`src/rtl/md5Pkg.sv`:
```
// MD5 core package
// Word, chunk, state and stage types, plus the per-step constant tables
// for the round function, the sine constants, the rotate amounts and the
// message word order
package md5Pkg;

  localparam int WordWidth  = 32;
  localparam int ChunkWords = 16;
  localparam int NumSteps   = 64;

  typedef logic [WordWidth-1:0] wordT;

  // Word i sits at bits 32i up to 32i+31
  typedef wordT [ChunkWords-1:0] chunkT;

  typedef struct packed {
    wordT a;
    wordT b;
    wordT c;
    wordT d;
  } stateT;

  // Record handed from one pipeline step to the next
  typedef struct packed {
    logic  valid;
    stateT state;
    chunkT chunk;
  } stageT;

  typedef enum logic [1:0] {
    funcF = 2'd0,  // (b & c) | (~b & d)
    funcG = 2'd1,  // (d & b) | (~d & c)
    funcH = 2'd2,  // b ^ c ^ d
    funcI = 2'd3   // c ^ (b | ~d)
  } roundFuncE;

  // Rotate amounts, four per round, repeated over the 16 steps of a round
  localparam int unsigned ShiftTable [4][4] = '{
    '{7, 12, 17, 22},
    '{5, 9, 14, 20},
    '{4, 11, 16, 23},
    '{6, 10, 15, 21}
  };

  // Each round covers 16 consecutive steps
  function automatic roundFuncE roundOf(int unsigned step);
    return roundFuncE'(step / 16);
  endfunction

  function automatic int unsigned shiftOf(int unsigned step);
    return ShiftTable[step / 16][step % 4];
  endfunction

  // Chunk word used by each step
  function automatic int unsigned msgIndexOf(int unsigned step);
    int unsigned idx;
    case (roundOf(step))
      funcF:   idx = step % 16;
      funcG:   idx = (5 * step + 1) % 16;
      funcH:   idx = (3 * step + 5) % 16;
      default: idx = (7 * step) % 16;
    endcase
    return idx;
  endfunction

  // floor(abs(sin(i + 1)) * 2^32)
  function automatic wordT sineConst(int unsigned step);
    case (step)
      0:  return 32'hd76aa478;
      1:  return 32'he8c7b756;
      2:  return 32'h242070db;
      3:  return 32'hc1bdceee;
      4:  return 32'hf57c0faf;
      5:  return 32'h4787c62a;
      6:  return 32'ha8304613;
      7:  return 32'hfd469501;
      8:  return 32'h698098d8;
      9:  return 32'h8b44f7af;
      10: return 32'hffff5bb1;
      11: return 32'h895cd7be;
      12: return 32'h6b901122;
      13: return 32'hfd987193;
      14: return 32'ha679438e;
      15: return 32'h49b40821;
      16: return 32'hf61e2562;
      17: return 32'hc040b340;
      18: return 32'h265e5a51;
      19: return 32'he9b6c7aa;
      20: return 32'hd62f105d;
      21: return 32'h02441453;
      22: return 32'hd8a1e681;
      23: return 32'he7d3fbc8;
      24: return 32'h21e1cde6;
      25: return 32'hc33707d6;
      26: return 32'hf4d50d87;
      27: return 32'h455a14ed;
      28: return 32'ha9e3e905;
      29: return 32'hfcefa3f8;
      30: return 32'h676f02d9;
      31: return 32'h8d2a4c8a;
      32: return 32'hfffa3942;
      33: return 32'h8771f681;
      34: return 32'h6d9d6122;
      35: return 32'hfde5380c;
      36: return 32'ha4beea44;
      37: return 32'h4bdecfa9;
      38: return 32'hf6bb4b60;
      39: return 32'hbebfbc70;
      40: return 32'h289b7ec6;
      41: return 32'heaa127fa;
      42: return 32'hd4ef3085;
      43: return 32'h04881d05;
      44: return 32'hd9d4d039;
      45: return 32'he6db99e5;
      46: return 32'h1fa27cf8;
      47: return 32'hc4ac5665;
      48: return 32'hf4292244;
      49: return 32'h432aff97;
      50: return 32'hab9423a7;
      51: return 32'hfc93a039;
      52: return 32'h655b59c3;
      53: return 32'h8f0ccc92;
      54: return 32'hffeff47d;
      55: return 32'h85845dd1;
      56: return 32'h6fa87e4f;
      57: return 32'hfe2ce6e0;
      58: return 32'ha3014314;
      59: return 32'h4e0811a1;
      60: return 32'hf7537e82;
      61: return 32'hbd3af235;
      62: return 32'h2ad7d2bb;
      63: return 32'heb86d391;
      default: return '0;
    endcase
  endfunction

endpackage

```
`src/rtl/md5Step.sv`:
```
// One MD5 step as a single pipeline stage
// The step index picks the round function, constant, rotate amount and
// chunk word at elaboration; the chunk rides along unchanged
module md5Step import md5Pkg::*; #(
  parameter int unsigned Step = 0
) (
  input  logic  clk,
  input  logic  reset,
  input  stageT stageIn,
  output stageT stageOut
);

  localparam roundFuncE   Func   = roundOf(Step);
  localparam wordT        K      = sineConst(Step);
  localparam int unsigned Shift  = shiftOf(Step);
  localparam int unsigned MsgIdx = msgIndexOf(Step);

  wordT a;
  wordT b;
  wordT c;
  wordT d;
  wordT msgWord;
  wordT funcOut;
  wordT sum;
  wordT rotated;
  wordT newB;

  logic  validQ;
  stateT stateQ;
  chunkT chunkQ;

  assign a       = stageIn.state.a;
  assign b       = stageIn.state.b;
  assign c       = stageIn.state.c;
  assign d       = stageIn.state.d;
  assign msgWord = stageIn.chunk[MsgIdx];

  always_comb begin
    unique case (Func)
      funcF: funcOut = (b & c) | (~b & d);
      funcG: funcOut = (d & b) | (~d & c);
      funcH: funcOut = b ^ c ^ d;
      funcI: funcOut = c ^ (b | ~d);
    endcase
  end

  assign sum     = a + funcOut + K + msgWord;
  assign rotated = (sum << Shift) | (sum >> (WordWidth - Shift));  // Rotate left
  assign newB    = b + rotated;

  always_ff @(posedge clk or posedge reset) begin
    if (reset) begin
      validQ <= 1'b0;
    end else begin
      validQ <= stageIn.valid;
    end
  end

  // State words shift one place, b takes the new sum
  always_ff @(posedge clk) begin
    stateQ.a <= d;
    stateQ.b <= newB;
    stateQ.c <= b;
    stateQ.d <= c;
    chunkQ   <= stageIn.chunk;
  end

  assign stageOut = '{valid: validQ, state: stateQ, chunk: chunkQ};

endmodule

```
`config.mk`:
```
export PLATFORM = sky130hd
export DESIGN_NAME = md5Step
export DESIGN_NICKNAME = d
export VERILOG_FILES = /design/src/rtl/md5Pkg.sv /design/src/rtl/md5Step.sv
export SDC_FILE = /design/constraint.sdc
export NUM_CORES = 1
export LEC_CHECK = 0
export ABC_AREA = 0
export BUFFER_PORTS_ARGS = -buffer_cell sky130_fd_sc_hd__buf_2
export CAP_MARGIN = 20
export CORE_AREA = 8 8 488 490
export DETAILED_ROUTE_END_ITERATION = 8
export DIE_AREA = 0 0 496 498
export PLACE_DENSITY = 0.3
export SLEW_MARGIN = 10
export SYNTH_ARGS = -nofsm -noshare
export SYNTH_HDL_FRONTEND = slang
export SYNTH_SLANG_ARGS = --single-unit
```
`constraint.sdc`:
```
create_clock -name clk -period 1 [get_ports clk]
set_input_delay 0.2 -clock clk [delete_from_list [all_inputs] [get_ports clk]]
set_output_delay 0.2 -clock clk [all_outputs]
set_load 0.02 [all_outputs]
```
==> flow_summary_export.csv, run 1 <==
group,metric,value,unit
routing,wl_per_cell,27.4,um
pwr,ir_drop,1.45,mV
routing,vias,19900,
final_layout,stdcell_area,46600,um2
synthesis,syn_inst,1358,
placed_design,placed_cell_area,30700,um2
placed_design,place_ws,-4.64,ns
setup_path,critPathCaptureType,"flop",
setup_path,critical_path.startpoint_type,"input port",
setup_path,crit_fanout,3,
grt,grt_pass1_vias,22000,
final_layout,layout_common_cells,"buf_2 (638), dfxtp_2 (629), dlygate4sd3_1 (621)",
grt,grt_overflow_total,0,
final_layout,layout.nets,4396,
placed_design,dp.cells,5949,
final_layout,finalNonFillerCells,6822,
synthesis,synth_area_leader_cell,"dfxtp_1",
setup_path,critPathSlowestCell,"fa_2",
routing,drt_pass1_iterations,5,
timing,hold_viol_final,0,
pwr,power,105,mW
timing,rsz0062_at_grt,"yes",
timing,fin_setup_tns,-335.61,ns
grt,grt_antenna_before_repair,153,
synthesis,ys.flop_type,"dfxtp_1",
die,die-area,247000,um2
placed_design,place_congestion,0.843,
run_status,status,"finished, violations left",
timing,clock.fmax,0.234,GHz
setup_path,crit_arrival,4.87,ns
setup_path,crit_chain,"buf_8 > mux2i_2 > fa_2 > inv_2 > ha_4 > ha_4 > inv_2 > fa_2 > nor2b_4 > o31a_1 > o311ai_4 > a21oi_2 > a211oi_2 > o21ai_2 > xor2_2 > fa_2 > a211oi_2 > nor2_2 > a21o_1 > a21bo_2 > a2111oi_4 > o21a_1 > o311ai_1",
run_status,failed_checks,"negative setup slack",
timing,final.setup.worst_slack,-3.27,ns
final_layout,fillers,25300,
setup_path,slowest_delay,0.47,ns
synthesis,syn_avg_cell_area,13.3,um2
hold_path,hp-class,"in2reg",
setup_path,path_delay_family,"compound AO/OA/AOI/OAI gates",
routing,drtIter0Drc,763,
placed_design,dp_hpwl,162000,um
grt,grt_usage,0.145,
placed_design,port_buffers,1283,
timing,report.final.slew_viol_count,0,
synthesis,ys_seq_elements,641,
final_layout,drive_gt1_frac,0.681,
synthesis,synth.distinct_cells,55,
timing,period_share,4.27,
cts,cts_max_level,3,
final_layout,layout_commonest_cell,"buf_2",
synthesis,yosys_warnings,0,
synthesis,syn_area,18100,um2
die,num_rows,177,
routing,final_antenna_net_count,0,
synthesis,synth.yosys.seq_area_share,0.709,
cts,path_clk_slew,0.06,ns
timing,finalSetupViolations,673,
routing,vias_per_cell,2.91,
timing,slew_headroom,0.635,
timing,tightest_slew,0.542,ns
routing,drc,0,
cts,cts_tree,"built",
setup_path,cpMostUsedCell,"fa_2",
cts,clock_sinks,641,
die,fp.dieW,496,um
cts,cts_buffer_depth,3,
die,die_h,498,um
final_layout,multi_input_area,5550,um2
grt,grt_max_degree,16,
cts,cts_inserted_buffers,92,
synthesis,synth.area.top_cells,"dfxtp_1 (71%), ha_1 (6.2%), fa_1 (3.6%)",
flow_run,cap_violations,0,
synthesis,synth-edff-count,0,
routing,drt_wl_total,187000,um
pwr,p_leak,20.6,nW
final_layout,regArea,13700,um2
grt,grt_pass1_wl,234000,um
die,floorplan.initialDensity,0.0785,
setup_path,required,1.60,ns
timing,period_needed,4.27,ns
final_layout,areaGrowthSynthToFinish,157,%
synthesis,async_flop_share,0.00156,
synthesis,synth_top_area_frac,0.707,
setup_path,worst-path-buf-inv,3,
pwr,power_density,2240,nW/um2
die,coreArea,231000,um2
setup_path,worstSetupPathType,"in2reg",
die,io_pins,1284,
cts,root_buffer,"clkbuf_16",
synthesis,syn-num-nets,2124,
kinds of logic after synthesis:
kind of cell	Yosys count	share of synthesized area
AND/OR/NAND/NOR	159	0.0426
AO/OA/AOI/OAI	198	0.0739
adder cells (fa/ha/maj)	123	0.0987
flip-flops	641	0.709
buffers and inverters	153	0.0319
XOR/XNOR	49	0.0237
multiplexers	35	0.0204
metal layers:
layer / up-vias / global-route usage / part of all wire
met3: 306 / 0.0487 / 0.079
li1: 9161 / - / -
met1: 9406 / 0.144 / 0.34
met2: 963 / 0.283 / 0.54
met5: - / 0 / 0.00089
met4: 22 / 0.0412 / 0.035
path summary, 6_finish.rpt:
path / start / endpoint / depth (start not counted)
max in group asynchronous: reset / validQ / 4
worst min-delay path: stageIn[315] / stageOut[315] / 2
min in group asynchronous: reset / validQ / 4
worst max-delay path: stageIn[578] / stageOut[606] / 23
cell type report:
type                    instances  share of cell area
clock inverters                55              0.0162
clock buffers                 112              0.0529
flip-flops and latches        641               0.293
diodes                         76             0.00408
well taps                    3043              0.0817
multi-input cells             564               0.119
repair buffers               2194               0.422
inverters                     137              0.0111
power breakdown:
group / switching (mW) / internal [mW]
registers: 1.28 / 28.2
clock network: 14.5 / 20.7
logic: 19.6 / 20.3
total: 35.4 / 69.2
flip-flops by register name (all words and copies together) (netlist names):
register and flops:
stageOut 640, validQ 1
metrics by stage:
step | util | hold WS (ns)
after global routing | 0.202 | 0.0324
after CTS | 0.200 | 0.00161
after detailed placement | 0.133 | 0.0399
after global placement | 0.133 | 0.0389
final | 0.202 | 0.106
after floorplan | - | -0.0713
timing repair:
item | 4_1_cts | 5_1_grt
endpoints found under the hold margin | 613 | 0
hold buffers | 621 | 0
gates resized for setup | 2184 | 58
endpoints found under the setup margin | 673 | 673
pin swaps | 53 | 25
buffers inserted | 10 | 10
cell usage after synthesis (5+ instances only):
library cell	instances
nand2b_1	6
a21oi_1	59
nor3_1	26
o211ai_1	8
dfxtp_1	640
o21ai_0	27
xnor2_1	35
ha_1	90
mux2_2	15
and3_1	5
clkbuf_1	15
o21ai_1	5
a21o_1	27
inv_1	137
o21a_1	14
nand2_1	33
mux2i_1	20
xor2_1	14
nand3_1	20
a211oi_1	7
nand4_1	10
nor2b_1	7
o21bai_1	11
nor2_1	40
fa_1	33
No activity file was read; power rests on OpenSTA's default activity.
==> run 2, diff against run 1 <==
--- a/config.mk
+++ b/config.mk
@@ -12,6 +12,7 @@
 export DETAILED_ROUTE_END_ITERATION = 8
 export DIE_AREA = 0 0 496 498
 export PLACE_DENSITY = 0.3
+export SETUP_SLACK_MARGIN = 0.4
 export SLEW_MARGIN = 10
 export SYNTH_ARGS = -nofsm -noshare
 export SYNTH_HDL_FRONTEND = slang
==> run 2 against run 1 <==
Compared with the run above:
- the run still ends with negative setup slack left
- sequential power hardly changed
- power is 1.1% lower
- die area stayed put
- sequential cell count stayed put
- fmax is 1.5% lower
- combinational power hardly changed
- core utilization is 0.092 points lower
- largest power group unchanged
==> flow_summary_export.csv, run 2 (synthesized netlist as in run 1, its figures left out) <==
group,metric,value,unit
final_layout,layout_commonest_cell,"buf_2",
timing,fin_hold_ws,0.115,ns
flow_run,cap_violations,0,
timing,report.final.slew_viol_count,0,
run_status,failed_checks,"negative setup slack",
timing,fin_setup_tns,-325.28,ns
cts,cts_max_level,3,
placed_design,placed_cell_area,30800,um2
setup_path,critPathCaptureType,"flop",
die,num_rows,177,
routing,final_antenna_net_count,0,
grt,grt_pass1_vias,21900,
final_layout,layout_common_cells,"buf_2 (638), dfxtp_2 (624), dlygate4sd3_1 (611)",
die,floorplan.initialDensity,0.0785,
timing,period_share,4.34,
setup_path,slowest_delay,0.42,ns
routing,drtIter0Drc,718,
timing,clock.fmax,0.230,GHz
die,fp.dieW,496,um
final_layout,areaGrowthSynthToFinish,156,%
die,die-area,247000,um2
routing,vias,19900,
placed_design,place_congestion,0.850,
routing,drt_pass1_iterations,6,
grt,grt_max_degree,15,
timing,finalSetupViolations,673,
setup_path,worstSetupPathType,"in2reg",
cts,cts_buffer_depth,3,
cts,cts_tree,"built",
pwr,p_int,68.6,mW
placed_design,port_buffers,1283,
placed_design,place_ws,-4.50,ns
hold_path,hp-class,"in2reg",
final_layout,post-route-util,0.201,
cts,cts_inserted_buffers,88,
timing,slew_headroom,0.665,
placed_design,dp.cells,5958,
routing,drc,0,
final_layout,finalNonFillerCells,6814,
pwr,power_density,2230,nW/um2
grt,grt_usage,0.141,
timing,rsz0062_at_grt,"yes",
setup_path,critPathSlowestCell,"fa_1",
cts,clock_sinks,641,
timing,period_needed,4.34,ns
pwr,pwr-share-comb,0.386,
setup_path,crit_arrival,4.92,ns
cts,path_clk_slew,0.06,ns
setup_path,crit_chain,"buf_8 > mux2i_4 > fa_2 > buf_12 > clkinv_4 > fa_1 > ha_4 > buf_4 > nand3_4 > nor3_2 > nand3_1 > a31oi_4 > o311ai_1 > a21oi_1 > a21oi_4 > ha_4 > fa_2 > a211oi_2 > nor2_2 > a21o_1 > a21bo_2 > a2111oi_4 > o21a_1 > o311ai_1",
die,die_h,498,um
die,io_pins,1284,
setup_path,path_delay_family,"compound AO/OA/AOI/OAI gates",
setup_path,critical_path.startpoint_type,"input port",
run_status,status,"finished, violations left",
setup_path,worst-path-buf-inv,4,
timing,final.setup.worst_slack,-3.34,ns
pwr,power_frac_clock,0.329,
pwr,share_seq_of_total_power,0.285,
grt,grt_pass1_wl,228000,um
pwr,p_sw,34.8,mW
routing,vias_per_cell,2.92,
pwr,p_leak,20.5,nW
cts,root_buffer,"clkbuf_16",
final_layout,drive_gt1_frac,0.680,
final_layout,largest_reg_flops,640,
routing,wl_per_cell,26.6,um
grt,grt_overflow_total,0,
placed_design,dp_hpwl,158000,um
routing,drt_wl_total,181000,um
pwr,p_sw_frac,0.336,
pwr,ir_drop,1.39,mV
hold_path,min_from,"stageIn[150]",
final_layout,stdcell_area,46400,um2
setup_path,required,1.57,ns
timing,hold_viol_final,0,
timing,tightest_slew,0.497,ns
setup_path,critPathLaunch,"stageIn[590]",
grt,grt_antenna_before_repair,134,
pwr,power,103,mW
die,coreArea,231000,um2
final_layout,layout.nets,4401,
setup_path,crit_fanout,4,
run 2: cell count changes in the layout (fill, tap and decap cells not counted), moves of 3 or more:
| cell | before | now |
|---|---|---|
| buf_8 | 110 | 107 |
| buf_6 | 508 | 517 |
| mux2i_1 | 12 | 16 |
| diode_2 | 76 | 70 |
| buf_12 | 40 | 34 |
| clkinv_4 | 7 | 4 |
| fa_1 | 20 | 23 |
| dfxtp_4 | 10 | 15 |
| buf_4 | 277 | 296 |
| dfxtp_2 | 629 | 624 |
| clkbuf_16 | 92 | 88 |
| fa_2 | 13 | 10 |
| dlygate4sd3_1 | 621 | 611 |
run 2: repair_timing:
item,in CTS,in global routing
cloned,0,0
pin swaps,55,30
buffers inserted,14,5
hold buffers,611,0
gates resized for setup,2173,48
setup endpoints to repair,673,673
hold endpoints to repair,612,0
run 2: area by class of cell:
cell class / count / area [um2]
fill: 25300 / 184000
antenna: 70 / 175
timing repair buffer: 2203 / 19600
sequential: 641 / 13700
clock inverter: 49 / 726
tap: 3043 / 3810
clock buffer: 107 / 2350
inverter: 137 / 522
multi-input combinational: 564 / 5500
run 2: worst paths after layout:
check	slack, ns	cells after the start	end
min in group asynchronous	0.42	4	validQ
max	-3.34	24	stageOut[606]
max in group asynchronous	0.49	4	validQ
min	0.11	2	stageOut[150]
run 2: power groups by stage:
stage	sequential, mW	combinational (mW)	clock [mW]
floorplan	31.3	12.3	0
global placement	29.0	32.1	0
detailed placement	29.0	31.9	0
CTS	29.6	40.0	35.6
global route	29.7	43.3	36.5
finish	29.5	40.0	34.0
run 2: per-layer routing:
layer,track usage,up-vias,routed length [um]
met3,0.0422,289,13600
met4,0.0465,4,7040
li1,-,9159,-
met5,0,-,23
met2,0.272,952,97100
met1,0.143,9477,63700
